`config.mk`:
```
export PLATFORM = sky130hd
export DESIGN_NAME = ex_stage
export DESIGN_NICKNAME = d
export VERILOG_FILES = /design/src/hdl/ex_pkg.sv /design/src/hdl/ex_if.sv /design/src/hdl/ex_alu.sv /design/src/hdl/ex_decode.sv /design/src/hdl/ex_mult.sv /design/src/hdl/ex_result.sv /design/src/hdl/ex_stage.sv
export SDC_FILE = /design/constraint.sdc
export NUM_CORES = 2
export LEC_CHECK = 0
export BUFFER_PORTS_ARGS = -buffer_cell sky130_fd_sc_hd__buf_2
export CAP_MARGIN = 20
export CORE_ASPECT_RATIO = 1.4
export CORE_MARGIN = 5
export CORE_UTILIZATION = 50
export DETAILED_ROUTE_END_ITERATION = 16
export GPL_TIMING_DRIVEN = 0
export PLACE_DENSITY = 0.67
export SLEW_MARGIN = 20
export SYNTH_ARGS = -nofsm -noshare
export SYNTH_HDL_FRONTEND = slang
export SYNTH_SLANG_ARGS = --single-unit
export TNS_END_PERCENT = 50
```
`constraint.sdc`:
```
create_clock -name clk -period 12.4 [get_ports clk]
set_input_delay 0.62 -clock clk [delete_from_list [all_inputs] [get_ports clk]]
set_output_delay 0.62 -clock clk [all_outputs]
set_load 0.01 [all_outputs]
```
`src/hdl/ex_pkg.sv`:
```
// Fixed 32-bit datapath with 5-bit register addresses and no module parameters
`default_nettype none

package ex_pkg;

  // Datapath and register file sizes
  localparam int unsigned XLEN    = 32;
  localparam int unsigned REG_AW  = 5;
  localparam int unsigned SHAMT_W = $clog2(XLEN);

  // Multiplier split into 16-bit halves, each piece sign extended to 34 bits
  localparam int unsigned HALF_W = XLEN / 2;
  localparam int unsigned PP_W   = 2 * HALF_W + 2;

  // Cycles a mulh or mulhu holds the stage, acceptance cycle included
  localparam int unsigned MULH_CYCLES = 3;

  // External opcode as it arrives from decode
  typedef enum logic [4:0] {
    OP_NOP, OP_ADD, OP_SUB, OP_AND, OP_OR, OP_XOR, OP_SLL, OP_SRL,
    OP_SRA, OP_SLT, OP_SLTU, OP_BEQ, OP_BNE, OP_BLT, OP_BGE, OP_BLTU,
    OP_BGEU, OP_MUL, OP_MULH, OP_MULHU, OP_LOAD
  } ex_opcode_e;

  // ALU opcode, arithmetic and logic first, then the branch compares
  typedef enum logic [4:0] {
    ALU_ADD, ALU_SUB, ALU_AND, ALU_OR, ALU_XOR, ALU_SLL, ALU_SRL,
    ALU_SRA, ALU_SLT, ALU_SLTU,
    ALU_EQ, ALU_NE, ALU_LT, ALU_GE, ALU_LTU, ALU_GEU
  } alu_op_e;

  // Multiplier opcode
  typedef enum logic [1:0] {
    MUL_MUL, MUL_MULH, MUL_MULHU
  } mul_op_e;

  // High-product multiplier sequence
  typedef enum logic [1:0] {
    MS_IDLE, MS_LOW_PP, MS_HIGH_PP, MS_DONE
  } mult_state_e;

endpackage

`default_nettype wire

```
`src/hdl/ex_if.sv`:
```
// Internal buses of the execute stage and not meant for use at the top level
`default_nettype none

// Decoded operation, driven by ex_decode and read by every unit
interface ex_op_if
  import ex_pkg::*;
();

  // Unit enables, already qualified by op valid
  logic              alu_en;
  alu_op_e           alu_op;
  logic              mult_en;
  mul_op_e           mult_op;

  // Write controls, fw_we is already low for register 0
  logic              fw_we;
  logic              load_we;
  logic              is_branch;

  // Destination and source operands
  logic [REG_AW-1:0] rd;
  logic [XLEN-1:0]   operand_a;
  logic [XLEN-1:0]   operand_b;

  modport decode (
    output alu_en, alu_op, mult_en, mult_op,
    output fw_we, load_we, is_branch,
    output rd, operand_a, operand_b
  );

  modport alu (input alu_op, operand_a, operand_b);

  modport mult (input mult_en, mult_op, operand_a, operand_b);

  modport result (input alu_en, mult_en, fw_we, load_we, is_branch, rd);

endinterface

// Unit results collected by ex_result
interface ex_res_if
  import ex_pkg::*;
();

  logic [XLEN-1:0] alu_result;
  // Compare flag for slt, sltu and branches
  logic            cmp_result;
  logic [XLEN-1:0] mult_result;
  // Low while a high-product multiply is still in flight
  logic            mult_ready;

  modport alu (output alu_result, cmp_result);
  modport mult (output mult_result, mult_ready);
  modport result (input alu_result, cmp_result, mult_result, mult_ready);

endinterface

`default_nettype wire

```
`src/hdl/ex_alu.sv`:
```
// Combinational ALU whose shifts use only the low five bits of operand b
`default_nettype none

module ex_alu
  import ex_pkg::*;
(
  ex_op_if.alu  op_i,
  ex_res_if.alu res_o
);

  logic               sub_sel;
  logic [XLEN-1:0]    b_inv;
  logic [XLEN:0]      sum_ext;
  logic               eq;
  logic               lt_s;
  logic               lt_u;
  logic               cmp;
  logic [SHAMT_W-1:0] shamt;
  logic [XLEN-1:0]    result;

  // Shared adder for add, sub and every compare
  assign sub_sel = (op_i.alu_op != ALU_ADD);
  assign b_inv   = sub_sel ? ~op_i.operand_b : op_i.operand_b;
  assign sum_ext = {1'b0, op_i.operand_a} + {1'b0, b_inv} + {{XLEN{1'b0}}, sub_sel};

  // Carry out of a - b is set when a >= b unsigned
  assign lt_u = ~sum_ext[XLEN];
  // Signs differ so a negative a is the smaller one
  assign lt_s = (op_i.operand_a[XLEN-1] != op_i.operand_b[XLEN-1]) ?
                op_i.operand_a[XLEN-1] : sum_ext[XLEN-1];
  assign eq   = ~|(op_i.operand_a ^ op_i.operand_b);

  // Compare flag shared by slt, sltu and branches
  always_comb begin
    unique case (op_i.alu_op)
      ALU_EQ:            cmp = eq;
      ALU_NE:            cmp = ~eq;
      ALU_LT, ALU_SLT:   cmp = lt_s;
      ALU_GE:            cmp = ~lt_s;
      ALU_LTU, ALU_SLTU: cmp = lt_u;
      ALU_GEU:           cmp = ~lt_u;
      default:           cmp = 1'b0;
    endcase
  end

  assign shamt = op_i.operand_b[SHAMT_W-1:0];

  always_comb begin
    unique case (op_i.alu_op)
      ALU_ADD, ALU_SUB: result = sum_ext[XLEN-1:0];
      ALU_AND:          result = op_i.operand_a & op_i.operand_b;
      ALU_OR:           result = op_i.operand_a | op_i.operand_b;
      ALU_XOR:          result = op_i.operand_a ^ op_i.operand_b;
      ALU_SLL:          result = op_i.operand_a << shamt;
      ALU_SRL:          result = op_i.operand_a >> shamt;
      ALU_SRA:          result = $signed(op_i.operand_a) >>> shamt;
      // slt, sltu and branch compares return the flag zero extended
      default:          result = {{(XLEN-1){1'b0}}, cmp};
    endcase
  end

  assign res_o.alu_result = result;
  assign res_o.cmp_result = cmp;

endmodule

`default_nettype wire

```
`src/hdl/ex_decode.sv`:
```
// Purely combinational and unknown opcodes decode as nop with no unit enabled
`default_nettype none

module ex_decode
  import ex_pkg::*;
(
  input  logic              op_valid_i,
  input  ex_opcode_e        op_i,
  input  logic [XLEN-1:0]   operand_a_i,
  input  logic [XLEN-1:0]   operand_b_i,
  input  logic [REG_AW-1:0] rd_i,
  ex_op_if.decode           op_o
);

  logic    is_arith;
  logic    is_cmp;
  logic    is_mul;
  logic    is_load;
  alu_op_e alu_op;
  mul_op_e mul_op;

  // Operation class
  assign is_arith = op_i inside {OP_ADD, OP_SUB, OP_AND, OP_OR, OP_XOR, OP_SLL, OP_SRL,
                                 OP_SRA, OP_SLT, OP_SLTU};
  assign is_cmp   = op_i inside {OP_BEQ, OP_BNE, OP_BLT, OP_BGE, OP_BLTU, OP_BGEU};
  assign is_mul   = op_i inside {OP_MUL, OP_MULH, OP_MULHU};
  assign is_load  = (op_i == OP_LOAD);

  // Branches reuse the ALU comparator
  always_comb begin
    alu_op = ALU_ADD;
    mul_op = MUL_MUL;
    unique case (op_i)
      OP_SUB:   alu_op = ALU_SUB;
      OP_AND:   alu_op = ALU_AND;
      OP_OR:    alu_op = ALU_OR;
      OP_XOR:   alu_op = ALU_XOR;
      OP_SLL:   alu_op = ALU_SLL;
      OP_SRL:   alu_op = ALU_SRL;
      OP_SRA:   alu_op = ALU_SRA;
      OP_SLT:   alu_op = ALU_SLT;
      OP_SLTU:  alu_op = ALU_SLTU;
      OP_BEQ:   alu_op = ALU_EQ;
      OP_BNE:   alu_op = ALU_NE;
      OP_BLT:   alu_op = ALU_LT;
      OP_BGE:   alu_op = ALU_GE;
      OP_BLTU:  alu_op = ALU_LTU;
      OP_BGEU:  alu_op = ALU_GEU;
      OP_MULH:  mul_op = MUL_MULH;
      OP_MULHU: mul_op = MUL_MULHU;
      default:  alu_op = ALU_ADD;
    endcase
  end

  // Enables only with a valid op
  assign op_o.alu_en    = op_valid_i & (is_arith | is_cmp);
  assign op_o.is_branch = op_valid_i & is_cmp;
  assign op_o.mult_en   = op_valid_i & is_mul;
  assign op_o.load_we   = op_valid_i & is_load;
  // Writes to register 0 are dropped here
  assign op_o.fw_we     = op_valid_i & (is_arith | is_mul) & (rd_i != '0);
  assign op_o.alu_op    = alu_op;
  assign op_o.mult_op   = mul_op;
  assign op_o.rd        = rd_i;
  assign op_o.operand_a = operand_a_i;
  assign op_o.operand_b = operand_b_i;

  // The result mux picks one unit and relies on at most one being enabled
  always_comb begin
    assert (!(op_o.alu_en && op_o.mult_en))
      else $error("ALU and multiplier enabled together");
  end

endmodule

`default_nettype wire

```
`src/hdl/ex_mult.sv`:
```
// mulh and mulhu need the operands held stable until the stage accepts the op
`default_nettype none

module ex_mult
  import ex_pkg::*;
(
  input  logic   clk,
  input  logic   rst_n,
  input  logic   ex_ready_i,
  ex_op_if.mult  op_i,
  ex_res_if.mult res_o,
  output logic   multicycle_o
);

  mult_state_e            state_q;
  mult_state_e            state_d;
  mult_state_e            cur_state;
  logic                   mulh_req;
  logic                   sgn;
  logic                   lo_en;
  logic                   hi_en;
  logic                   ready;
  logic signed [PP_W-1:0] a_lo;
  logic signed [PP_W-1:0] a_hi;
  logic signed [PP_W-1:0] b_lo;
  logic signed [PP_W-1:0] b_hi;
  logic signed [PP_W-1:0] pp_ll_q;
  logic signed [PP_W-1:0] pp_lh_q;
  logic signed [PP_W-1:0] pp_hl_q;
  logic signed [PP_W-1:0] pp_hh_q;
  logic [XLEN-1:0]        prod_lo;
  logic [2*XLEN-1:0]      mulh_sum;

  // mul finishes in the cycle it arrives
  assign prod_lo = op_i.operand_a * op_i.operand_b;

  // Halves as signed pieces with the upper half sign extended only for mulh
  assign sgn  = (op_i.mult_op == MUL_MULH);
  assign a_lo = {{(PP_W-HALF_W){1'b0}}, op_i.operand_a[HALF_W-1:0]};
  assign b_lo = {{(PP_W-HALF_W){1'b0}}, op_i.operand_b[HALF_W-1:0]};
  assign a_hi = {{(PP_W-HALF_W){sgn & op_i.operand_a[XLEN-1]}}, op_i.operand_a[XLEN-1:HALF_W]};
  assign b_hi = {{(PP_W-HALF_W){sgn & op_i.operand_b[XLEN-1]}}, op_i.operand_b[XLEN-1:HALF_W]};

  ////////////////////////////////////////
  // High-product sequence
  ////////////////////////////////////////

  assign mulh_req = op_i.mult_en & (op_i.mult_op != MUL_MUL);

  // A new mulh in idle already does the low step in its first cycle
  always_comb begin
    cur_state = state_q;
    if ((state_q == MS_IDLE) && mulh_req) begin
      cur_state = MS_LOW_PP;
    end
  end

  always_comb begin
    state_d = cur_state;
    ready   = 1'b1;
    lo_en   = 1'b0;
    hi_en   = 1'b0;
    unique case (cur_state)
      MS_IDLE: state_d = MS_IDLE;
      MS_LOW_PP: begin
        ready   = 1'b0;
        lo_en   = 1'b1;
        state_d = MS_HIGH_PP;
      end
      MS_HIGH_PP: begin
        ready   = 1'b0;
        hi_en   = 1'b1;
        state_d = MS_DONE;
      end
      // Result held until the stage takes the op
      MS_DONE: if (ex_ready_i) state_d = MS_IDLE;
    endcase
  end

  always_ff @(posedge clk or negedge rst_n) begin
    if (!rst_n) begin
      state_q <= MS_IDLE;
    end else begin
      state_q <= state_d;
    end
  end

  // Partial products against the low half of a and then the high half
  always_ff @(posedge clk) begin
    if (lo_en) begin
      pp_ll_q <= a_lo * b_lo;
      pp_lh_q <= a_lo * b_hi;
    end
    if (hi_en) begin
      pp_hl_q <= a_hi * b_lo;
      pp_hh_q <= a_hi * b_hi;
    end
  end

  // Sum in 64-bit modular arithmetic
  assign mulh_sum = ({{(2*XLEN-PP_W){pp_hh_q[PP_W-1]}}, pp_hh_q} << XLEN)
                  + (({{(2*XLEN-PP_W){pp_hl_q[PP_W-1]}}, pp_hl_q}
                    + {{(2*XLEN-PP_W){pp_lh_q[PP_W-1]}}, pp_lh_q}) << HALF_W)
                  + {{(2*XLEN-PP_W){pp_ll_q[PP_W-1]}}, pp_ll_q};

  assign res_o.mult_result = (op_i.mult_op == MUL_MUL) ? prod_lo : mulh_sum[2*XLEN-1:XLEN];
  assign res_o.mult_ready  = ready;
  assign multicycle_o      = (cur_state != MS_IDLE);

  // A high-product multiply frees the stage within its latency
  a_mult_ready_bound : assert property (@(posedge clk) disable iff (!rst_n)
    !res_o.mult_ready [*(MULH_CYCLES-1)] |=> res_o.mult_ready);

endmodule

`default_nettype wire

```
`src/hdl/ex_result.sv`:
```
// Load data is taken from the LSU in the writeback cycle and is not registered
`default_nettype none

module ex_result
  import ex_pkg::*;
(
  input  logic              clk,
  input  logic              rst_n,
  input  logic              op_valid_i,
  input  logic              wb_ready_i,
  input  logic [XLEN-1:0]   operand_c_i,
  input  logic [XLEN-1:0]   lsu_rdata_i,
  ex_op_if.result           op_i,
  ex_res_if.result          res_i,
  output logic              ex_ready_o,
  output logic              ex_valid_o,
  output logic              fw_we_o,
  output logic [REG_AW-1:0] fw_waddr_o,
  output logic [XLEN-1:0]   fw_wdata_o,
  output logic              wb_we_o,
  output logic [REG_AW-1:0] wb_waddr_o,
  output logic [XLEN-1:0]   wb_wdata_o,
  output logic              branch_decision_o,
  output logic [XLEN-1:0]   jump_target_o
);

  logic              has_result;
  logic              wr_accept;
  logic              wb_we_q;
  logic [REG_AW-1:0] wb_waddr_q;

  ////////////////////////////////////////
  // Forward port
  ////////////////////////////////////////

  // Multiplier wins when enabled, else the ALU
  always_comb begin
    fw_we_o    = op_i.fw_we;
    fw_waddr_o = op_i.rd;
    fw_wdata_o = res_i.alu_result;
    if (op_i.mult_en) begin
      fw_wdata_o = res_i.mult_result;
    end
  end

  // Branch outcome goes to fetch directly
  assign branch_decision_o = op_i.is_branch & res_i.cmp_result;
  assign jump_target_o     = operand_c_i;

  ////////////////////////////////////////
  // Handshake
  ////////////////////////////////////////

  // Ops that produce a register write
  assign has_result = (op_i.alu_en & ~op_i.is_branch) | op_i.mult_en | op_i.load_we;

  // Branches finish here so they skip writeback back-pressure
  assign ex_ready_o = (res_i.mult_ready & wb_ready_i) | op_i.is_branch;
  // Valid flows right and ready left, so no ex_ready_o term here
  assign ex_valid_o = has_result & res_i.mult_ready & wb_ready_i;

  // Accepted non-branch op, writeback is ready whenever this is high
  assign wr_accept = op_valid_i & ex_ready_o & ~op_i.is_branch;

  ////////////////////////////////////////
  // EX/WB register
  ////////////////////////////////////////

  always_ff @(posedge clk or negedge rst_n) begin
    if (!rst_n) begin
      wb_we_q <= 1'b0;
    end else if (wr_accept) begin
      wb_we_q <= op_i.load_we;
    end else if (wb_ready_i) begin
      // Writeback drained and nothing new arrived
      wb_we_q <= 1'b0;
    end
  end

  always_ff @(posedge clk) begin
    if (wr_accept && op_i.load_we) begin
      wb_waddr_q <= op_i.rd;
    end
  end

  assign wb_we_o    = wb_we_q;
  assign wb_waddr_o = wb_waddr_q;
  assign wb_wdata_o = lsu_rdata_i;

  // A load writeback only ever starts right after a load was accepted
  a_wb_we_origin : assert property (@(posedge clk) disable iff (!rst_n)
    $rose(wb_we_o) |-> $past(op_valid_i && ex_ready_o && op_i.load_we));

endmodule

`default_nettype wire

```
`src/hdl/ex_stage.sv`:
```
// Top level holds one op per cycle and expects op inputs held while ex_ready_o is low
`default_nettype none

module ex_stage
  import ex_pkg::*;
(
  input  logic              clk,
  input  logic              rst_n,

  // Decode side
  input  logic              op_valid_i,
  input  ex_opcode_e        op_i,
  input  logic [XLEN-1:0]   operand_a_i,
  input  logic [XLEN-1:0]   operand_b_i,
  input  logic [XLEN-1:0]   operand_c_i,
  input  logic [REG_AW-1:0] rd_i,
  output logic              ex_ready_o,

  // LSU and writeback
  input  logic [XLEN-1:0]   lsu_rdata_i,
  input  logic              wb_ready_i,

  // Forward write port, ALU and multiplier
  output logic              fw_we_o,
  output logic [REG_AW-1:0] fw_waddr_o,
  output logic [XLEN-1:0]   fw_wdata_o,

  // Load write port
  output logic              wb_we_o,
  output logic [REG_AW-1:0] wb_waddr_o,
  output logic [XLEN-1:0]   wb_wdata_o,

  // To fetch
  output logic              branch_decision_o,
  output logic [XLEN-1:0]   jump_target_o,

  output logic              ex_valid_o,
  output logic              mult_multicycle_o
);

  ////////////////////////////////////////
  // Internal buses
  ////////////////////////////////////////

  ex_op_if  op_bus ();
  ex_res_if res_bus ();

  ex_decode u_decode (
    .op_valid_i  (op_valid_i),
    .op_i        (op_i),
    .operand_a_i (operand_a_i),
    .operand_b_i (operand_b_i),
    .rd_i        (rd_i),
    .op_o        (op_bus.decode)
  );

  ex_alu u_alu (
    .op_i  (op_bus.alu),
    .res_o (res_bus.alu)
  );

  // Stage ready closes the multiplier done state
  ex_mult u_mult (
    .clk          (clk),
    .rst_n        (rst_n),
    .ex_ready_i   (ex_ready_o),
    .op_i         (op_bus.mult),
    .res_o        (res_bus.mult),
    .multicycle_o (mult_multicycle_o)
  );

  ex_result u_result (
    .clk               (clk),
    .rst_n             (rst_n),
    .op_valid_i        (op_valid_i),
    .wb_ready_i        (wb_ready_i),
    .operand_c_i       (operand_c_i),
    .lsu_rdata_i       (lsu_rdata_i),
    .op_i              (op_bus.result),
    .res_i             (res_bus.result),
    .ex_ready_o        (ex_ready_o),
    .ex_valid_o        (ex_valid_o),
    .fw_we_o           (fw_we_o),
    .fw_waddr_o        (fw_waddr_o),
    .fw_wdata_o        (fw_wdata_o),
    .wb_we_o           (wb_we_o),
    .wb_waddr_o        (wb_waddr_o),
    .wb_wdata_o        (wb_wdata_o),
    .branch_decision_o (branch_decision_o),
    .jump_target_o     (jump_target_o)
  );

endmodule

`default_nettype wire

```
* After elaboration in Yosys (flattened, before gate mapping)
Index checks and enable logic that the tools add are counted.
** Word-level totals
- Memory bits (writable) :: 0
- Bits in latches :: 0
- Memories kept :: 0
- Output and inout bits :: 112
- Word-level logic and storage cells :: 124
- Bits in read-only memories :: 0
- Register bits :: 142
- Bits of input ports :: 142
** Cells by class
- Bitwise gates (word level) :: 28
- Add/sub/neg operators :: 5
- Shift operators :: 3
- Multipliers :: 5
- Equal/unequal tests :: 40
- Divide/modulo/power cells :: 0
- Order comparisons :: 0
- Reduce and logical (&&, ||, !) cells :: 20
- Muxes and demuxes :: 16
** Operators by type and width (number)
- case mux 32 bit (7 select lines) :: 1
- adder 64 bit :: 2
- two-way mux 32 bit :: 3
- multiplier 17 x 17 -> 34 bit :: 2
- case mux 4 bit (15 select lines) :: 1
- == test 5 x 4 -> 1 bit (second input constant) :: 8
- adder 34 x 34 -> 35 bit :: 1
- adder 32 x 32 -> 33 bit :: 1
- adder 33 x 1 -> 33 bit :: 1
- bitwise AND 32 bit :: 1
- == test 4 bit (second input constant) :: 8
- multiplier 16 x 16 -> 32 bit :: 1
- multiplier 17 x 17 -> 32 bit :: 1
- multiplier 32 x 32 -> 32 bit :: 1
- inverter 32 bit :: 1
- bitwise OR 32 bit :: 1
- OR reduction 32 bit :: 1
- << shifter 32 x 5 -> 32 bit :: 1
- right shift 32 x 5 -> 32 bit :: 1
- >>> shifter 32 x 5 -> 32 bit :: 1
- bitwise XOR 32 bit :: 1
- == test 5 bit (second input constant) :: 5
- == test 5 x 3 -> 1 bit (second input constant) :: 4
- bitwise AND 1 bit :: 16
- 25 further kinds :: 53

* Longest topological paths before layout
- Word-level depth :: 14
- Depth in mapped cells :: 30
- Mapped depth without buffers :: 27

* Hierarchy
From an unflattened synthesis, not the netlist that was laid out.
** Second synthesis, totals
- Cell total of the unflattened synthesis :: 7423
- Area total of the unflattened synthesis :: 67513.5 um2
** By module, submodules not included
- ex_mult :: cells each 6129, area each 57737.9 um2, seq. area each 3533.4 um2, instances 1
- ex_alu :: cells each 1065, area each 7713.6 um2, seq. area each 0.0 um2, instances 1
- ex_result :: cells each 122, area each 1293.7 um2, seq. area each 175.2 um2, instances 1
- ex_decode :: cells each 107, area each 768.2 um2, seq. area each 0.0 um2, instances 1

* Least setup slack after synthesis
No wires, ideal clock.
- Path type :: input to output
- Start :: in operand_b_i[3]
- End :: out fw_wdata_o[29]
- Setup slack :: 3666 ps
- Data arrival time :: 8114 ps
- Data required time :: 11780 ps
- Path buffers :: 5
- Stages :: 29
- Cell sequence :: clkbuf_1 -> inv_1 -> clkbuf_1 -> clkbuf_1 -> buf_1 -> buf_1 -> nor2_1 -> fa_1 -> fa_1 -> fa_1 -> inv_1 -> fa_1 -> inv_1 -> fa_1 -> inv_1 -> fa_1 -> inv_1 -> fa_1 -> fa_1 -> ha_1 -> a21o_1 -> a21o_1 -> a21oi_1 -> o21ai_0 -> a31oi_1 -> nor3_1 -> xor2_1 -> a211oi_1 -> o211ai_1
** Between the ends
- Word-level cells in the longest chain between the ends :: 6
- Elaborated cells on any way between the ends :: 11
- Those cells by class :: 2 x add/sub; 1 x mul; 3 x shift; 4 x mux; 1 x bitwise
** Ends and longest elaborated chain
- start: declaration :: RTL line ex_stage.sv:14 : input logic [XLEN-1:0] operand_b_i,
- inverter 32 bit :: RTL line ex_alu.sv:23 : assign b_inv = sub_sel ? ~op_i.operand_b : op_i.operand_b;
- two-way mux 32 bit :: RTL line ex_alu.sv:23
- adder 32 x 32 -> 33 bit :: RTL line ex_alu.sv:24 : assign sum_ext = {1'b0, op_i.operand_a} + {1'b0, b_inv} + {{XLEN{1'b0}}, sub_sel};
- adder 33 x 1 -> 33 bit :: RTL line ex_alu.sv:24
- case mux 32 bit (7 select lines) :: RTL line ex_alu.sv:49 : unique case (op_i.alu_op)
- two-way mux 32 bit * :: RTL line ex_result.sv:41 : if (op_i.mult_en) begin
- end: declaration :: RTL line ex_stage.sv:26 : output logic [XLEN-1:0] fw_wdata_o,
Every way passes the cells marked *; elsewhere a longest branch is shown, timed or not.

* Worst setup path in the final report
- Start :: in operand_b_i[3]
- End :: out fw_wdata_o[30]
Same word-level chain as after synthesis.

==> summary.md <==
| Metric | Value |
|---|---|
| Global placement routability congestion | 1.10 |
| Synth Area per Inst | 8.83 sq um |
| WHS Endpoint | u_result.wb_waddr_o[1]$_DFFE_PP_ |
| HPWL after DPL | 258000 um |
| Clk buf depth | 2 |
| # fillers | 12400 |
| Worst Skew | 0.0191 ns |
| Crit path launch type | primary input |
| CP arrival | 11.84 ns |
| Worst reg-to-reg setup slack | 10.44 ns |
| Area added between synthesis and finish | 6.36% |
| 1st-iter DRT viols | 5665 |
| Num CTS Buffers | 17 |
| EDFF count, synth | 121 |
| Overflow after GRT | 0 |
| WP data required | 11.78 ns |
| Die Span Y | 437 um |
| Clock slew at reported path FFs | 0.07 ns |
| Detail Route Antenna Nets | 0 |
| RSZ-0062 raised after global routing | false |
| Post-synth top area share | 0.415 |
| Global-route wire length before repair | 425000 um |
| Failing checks | negative setup slack |
| Yosys cell types | 84 |
| Most used cell, CP | fa_1 |
| Final Hold Fails | 0 |
| Setup ws final | -0.0583 ns |
| Clock sink count | 124 |
| Fin cells | 9348 |
| Die area | 137000 sq um |
| Total global-route track usage | 0.442 |
| Share of layout cells above drive strength 1 | 0.0600 |
| Fin crit share | 1.00 |
| Post-synthesis sequential area ratio | 0.0570 |
| Site Rows | 156 |
| Initial Util | 0.503 |
| Critical path class | primary input to primary output |
| RR Startpoint | u_mult.state_q[0]$_DFF_PN0_ |
| Worst min path class | primary input to flop |
| Vias per cell | 6.06 |
| Layout Nets | 9766 |
| Root buffer cell | clkbuf_16 |
| Synth top area cells | fa_1, ha_1, inv_1 |
| Post-Synthesis Cells | 7364 |
| Worst R2R Path Depth | 3 |
| Max Cap Viol | 0 |
| Area of the mapped netlist | 65000 sq um |
| Worst-Skew Late Latency | 0.54 ns |
| Outcome | complete, but fails checks |
| Vias in the first global route | 59300 |
| Top FF cell, synth | edfxtp_1 |
| IO Port Bufs | 186 |
| Critical Path Fanout Max | 10 |
| Final Setup Violations | 1 |
| TritonCTS clock tree | done |
| Crit path time final | 12.46 ns |
| Wirelength per Cell | 32.5 um |
| CP Capture Type | primary output |
| Max Fclk | 80.3 MHz |
| H-tree Lvls | 4 |
| Worst relative slew slack | 0.104 |
| CP peak stage delay | 0.75 ns |
| Async SR Flop Fraction | 0.0242 |
| Postcts setup bufs | 0 |
| Die Width | 315 um |
| DRC violations left | 0 |
| Critical-path cell with the highest stage delay | buf_1 |
| WL final | 303000 um |
| Initial DRT Pass Iterations | 6 |
| Worst-Margin Slew | 1.34 ns |
| Pin count of the biggest net entering global routing | 51 |
| Io pins | 254 |
| Hold path startpoint | rd_i[1] |
| RR Endpoint | u_result.wb_waddr_o[2]$_DFFE_PP_ |
| DR vias | 56700 |
| Hold path depth | 1 |
| Synth Warn # | 0 |
| Cell taking the most area after synthesis | fa_1 |
| Dpl cells | 9300 |
| Slew Viols, Final | 0 |
| Seq cells post-synth | 124 |
| CORE AREA | 129000 sq um |
| Initial antenna violation count | 25 |
| Syn Nets | 9548 |
kinds of logic (layout without fill, tap and decap cells):
family	count (synthesis)	after routing	synth area share
buffers and inverters	2099	2330	0.125
adders and majority gates	2042	2042	0.548
and+or+nand+nor	1788	1788	0.114
AOI/OAI and AO/OA	920	920	0.0922
xor gates and xnor gates	298	298	0.0406
DFF	124	124	0.0570
muxes	93	93	0.0221
other	0	15	0
cell usage after synthesis, drive strengths merged, types with 7 or more instances:
| cell type | count |
|---|---|
| nor2 | 763 |
| a221o | 7 |
| nor4 | 29 |
| or3 | 20 |
| nand3 | 51 |
| nand2 | 701 |
| buf | 153 |
| a21oi | 263 |
| o21ai | 176 |
| a31oi | 29 |
| a211oi | 27 |
| and2 | 13 |
| mux2i | 47 |
| ha | 695 |
| and3 | 26 |
| o31ai | 14 |
| a221oi | 34 |
| nand3b | 12 |
| clkinv | 16 |
| or2 | 10 |
| a22oi | 25 |
| a31o | 8 |
| a21o | 103 |
| o22ai | 21 |
| o211ai | 30 |
| nand4 | 21 |
| inv | 1707 |
| nor3 | 62 |
| a211o | 14 |
| edfxtp | 121 |
| mux4 | 40 |
| nor2b | 31 |
| xor2 | 65 |
| o21bai | 26 |
| o21a | 47 |
| o221ai | 14 |
| a21boi | 13 |
| clkbuf | 223 |
| nand2b | 30 |
| o2111ai | 11 |
| fa | 1347 |
| o311ai | 9 |
| xnor2 | 231 |
registers in the layout, summed over array words and instances, names as in the netlist:
register,cells
u_mult.pp_ll_q,16
u_mult.state_q,2
u_result.wb_we_o,1
u_result.wb_waddr_o,5
u_mult.pp_hl_q,34
u_mult.pp_lh_q,34
u_mult.pp_hh_q,32
timing repair:
item | 4_1_cts | 5_1_grt
endpoints found under the setup margin | 4 | 5
endpoints found under the hold margin | 3 | 0
gates resized for setup | 1 | 5
hold buffers | 1 | 0
worst max-delay path: cells and delay by family:
family / cells / cell delay [ns]
fa+ha+maj: 9 / 4.61
buf+inv: 12 / 3.63
compound gates: 7 / 1.88
xor+xnor: 1 / 0.62
simple gates: 2 / 0.45
metal layers:
| metal | vias up | global-route usage | wire length, um |
|---|---|---|---|
| met5 | - | 0 | 66 |
| met4 | 10 | 0.442 | 41200 |
| met3 | 1296 | 0.101 | 27300 |
| met2 | 3486 | 0.686 | 135000 |
| met1 | 28700 | 0.489 | 100000 |
| li1 | 23200 | - | - |
cell usage in the layout, fill, tap and decap left out, types with 29 or more instances in the layout:
cell and instances:
inv_1 1697, edfxtp_1 121, a221oi_1 32, a21o_1 102
nor3_1 60, ha_1 695, buf_1 61, nor2_1 763
clkbuf_2 29, mux2i_1 47, nand3_1 51, mux4_2 40
a21oi_1 263, xnor2_1 221, o211ai_1 30, nor2b_1 30
nand2_1 701, o21ai_0 172, fa_1 1347, o21a_1 47
buf_4 70, nand2b_1 30, xor2_1 62, clkbuf_1 194
buf_2 209
final cells by class:
cell class / count / area (sq um) / share of cell area
inverter: 1723 / 6470 / 0.0935
multi-input combinational: 5141 / 53300 / 0.771
antenna: 15 / 37.5 / 0.000543
clock inverter: 15 / 170 / 0.00246
sequential: 124 / 3710 / 0.0536
tap: 1738 / 2170 / 0.0314
buffer: 375 / 1740 / 0.0251
timing repair buffer: 200 / 1130 / 0.0163
clock buffer: 17 / 425 / 0.00615
metrics by stage:
step	hold WS (ns)	TNS, ns	cell area, sq um	utilization	worst slack, ns
final	0.301	-0.0583	69200	0.535	-0.0583
after global routing	0.291	0	69100	0.535	0.0174
after CTS	0.277	-0.0580	69100	0.535	-0.0580
after detailed placement	0.420	-0.0326	68500	0.530	-0.0326
after global placement	0.417	-3.69	68100	0.527	-0.823
after floorplan	0.324	0	65000	-	3.67
worst max path at each step:
| stage | startpoint | end | slack, ns |
|---|---|---|---|
| floorplan | operand_b_i[3] | fw_wdata_o[29] | 3.67 |
| finish | operand_b_i[3] | fw_wdata_o[30] | -0.06 |
| CTS | operand_b_i[3] | fw_wdata_o[30] | -0.06 |
| global route | operand_b_i[1] | fw_wdata_o[29] | 0.02 |
| global placement | operand_b_i[3] | fw_wdata_o[29] | -0.82 |
| detailed placement | operand_b_i[3] | fw_wdata_o[30] | -0.03 |
Power is left out: the tool's default activity adds up to more than one toggle a clock period on the data nets, which glitch-free logic cannot reach.
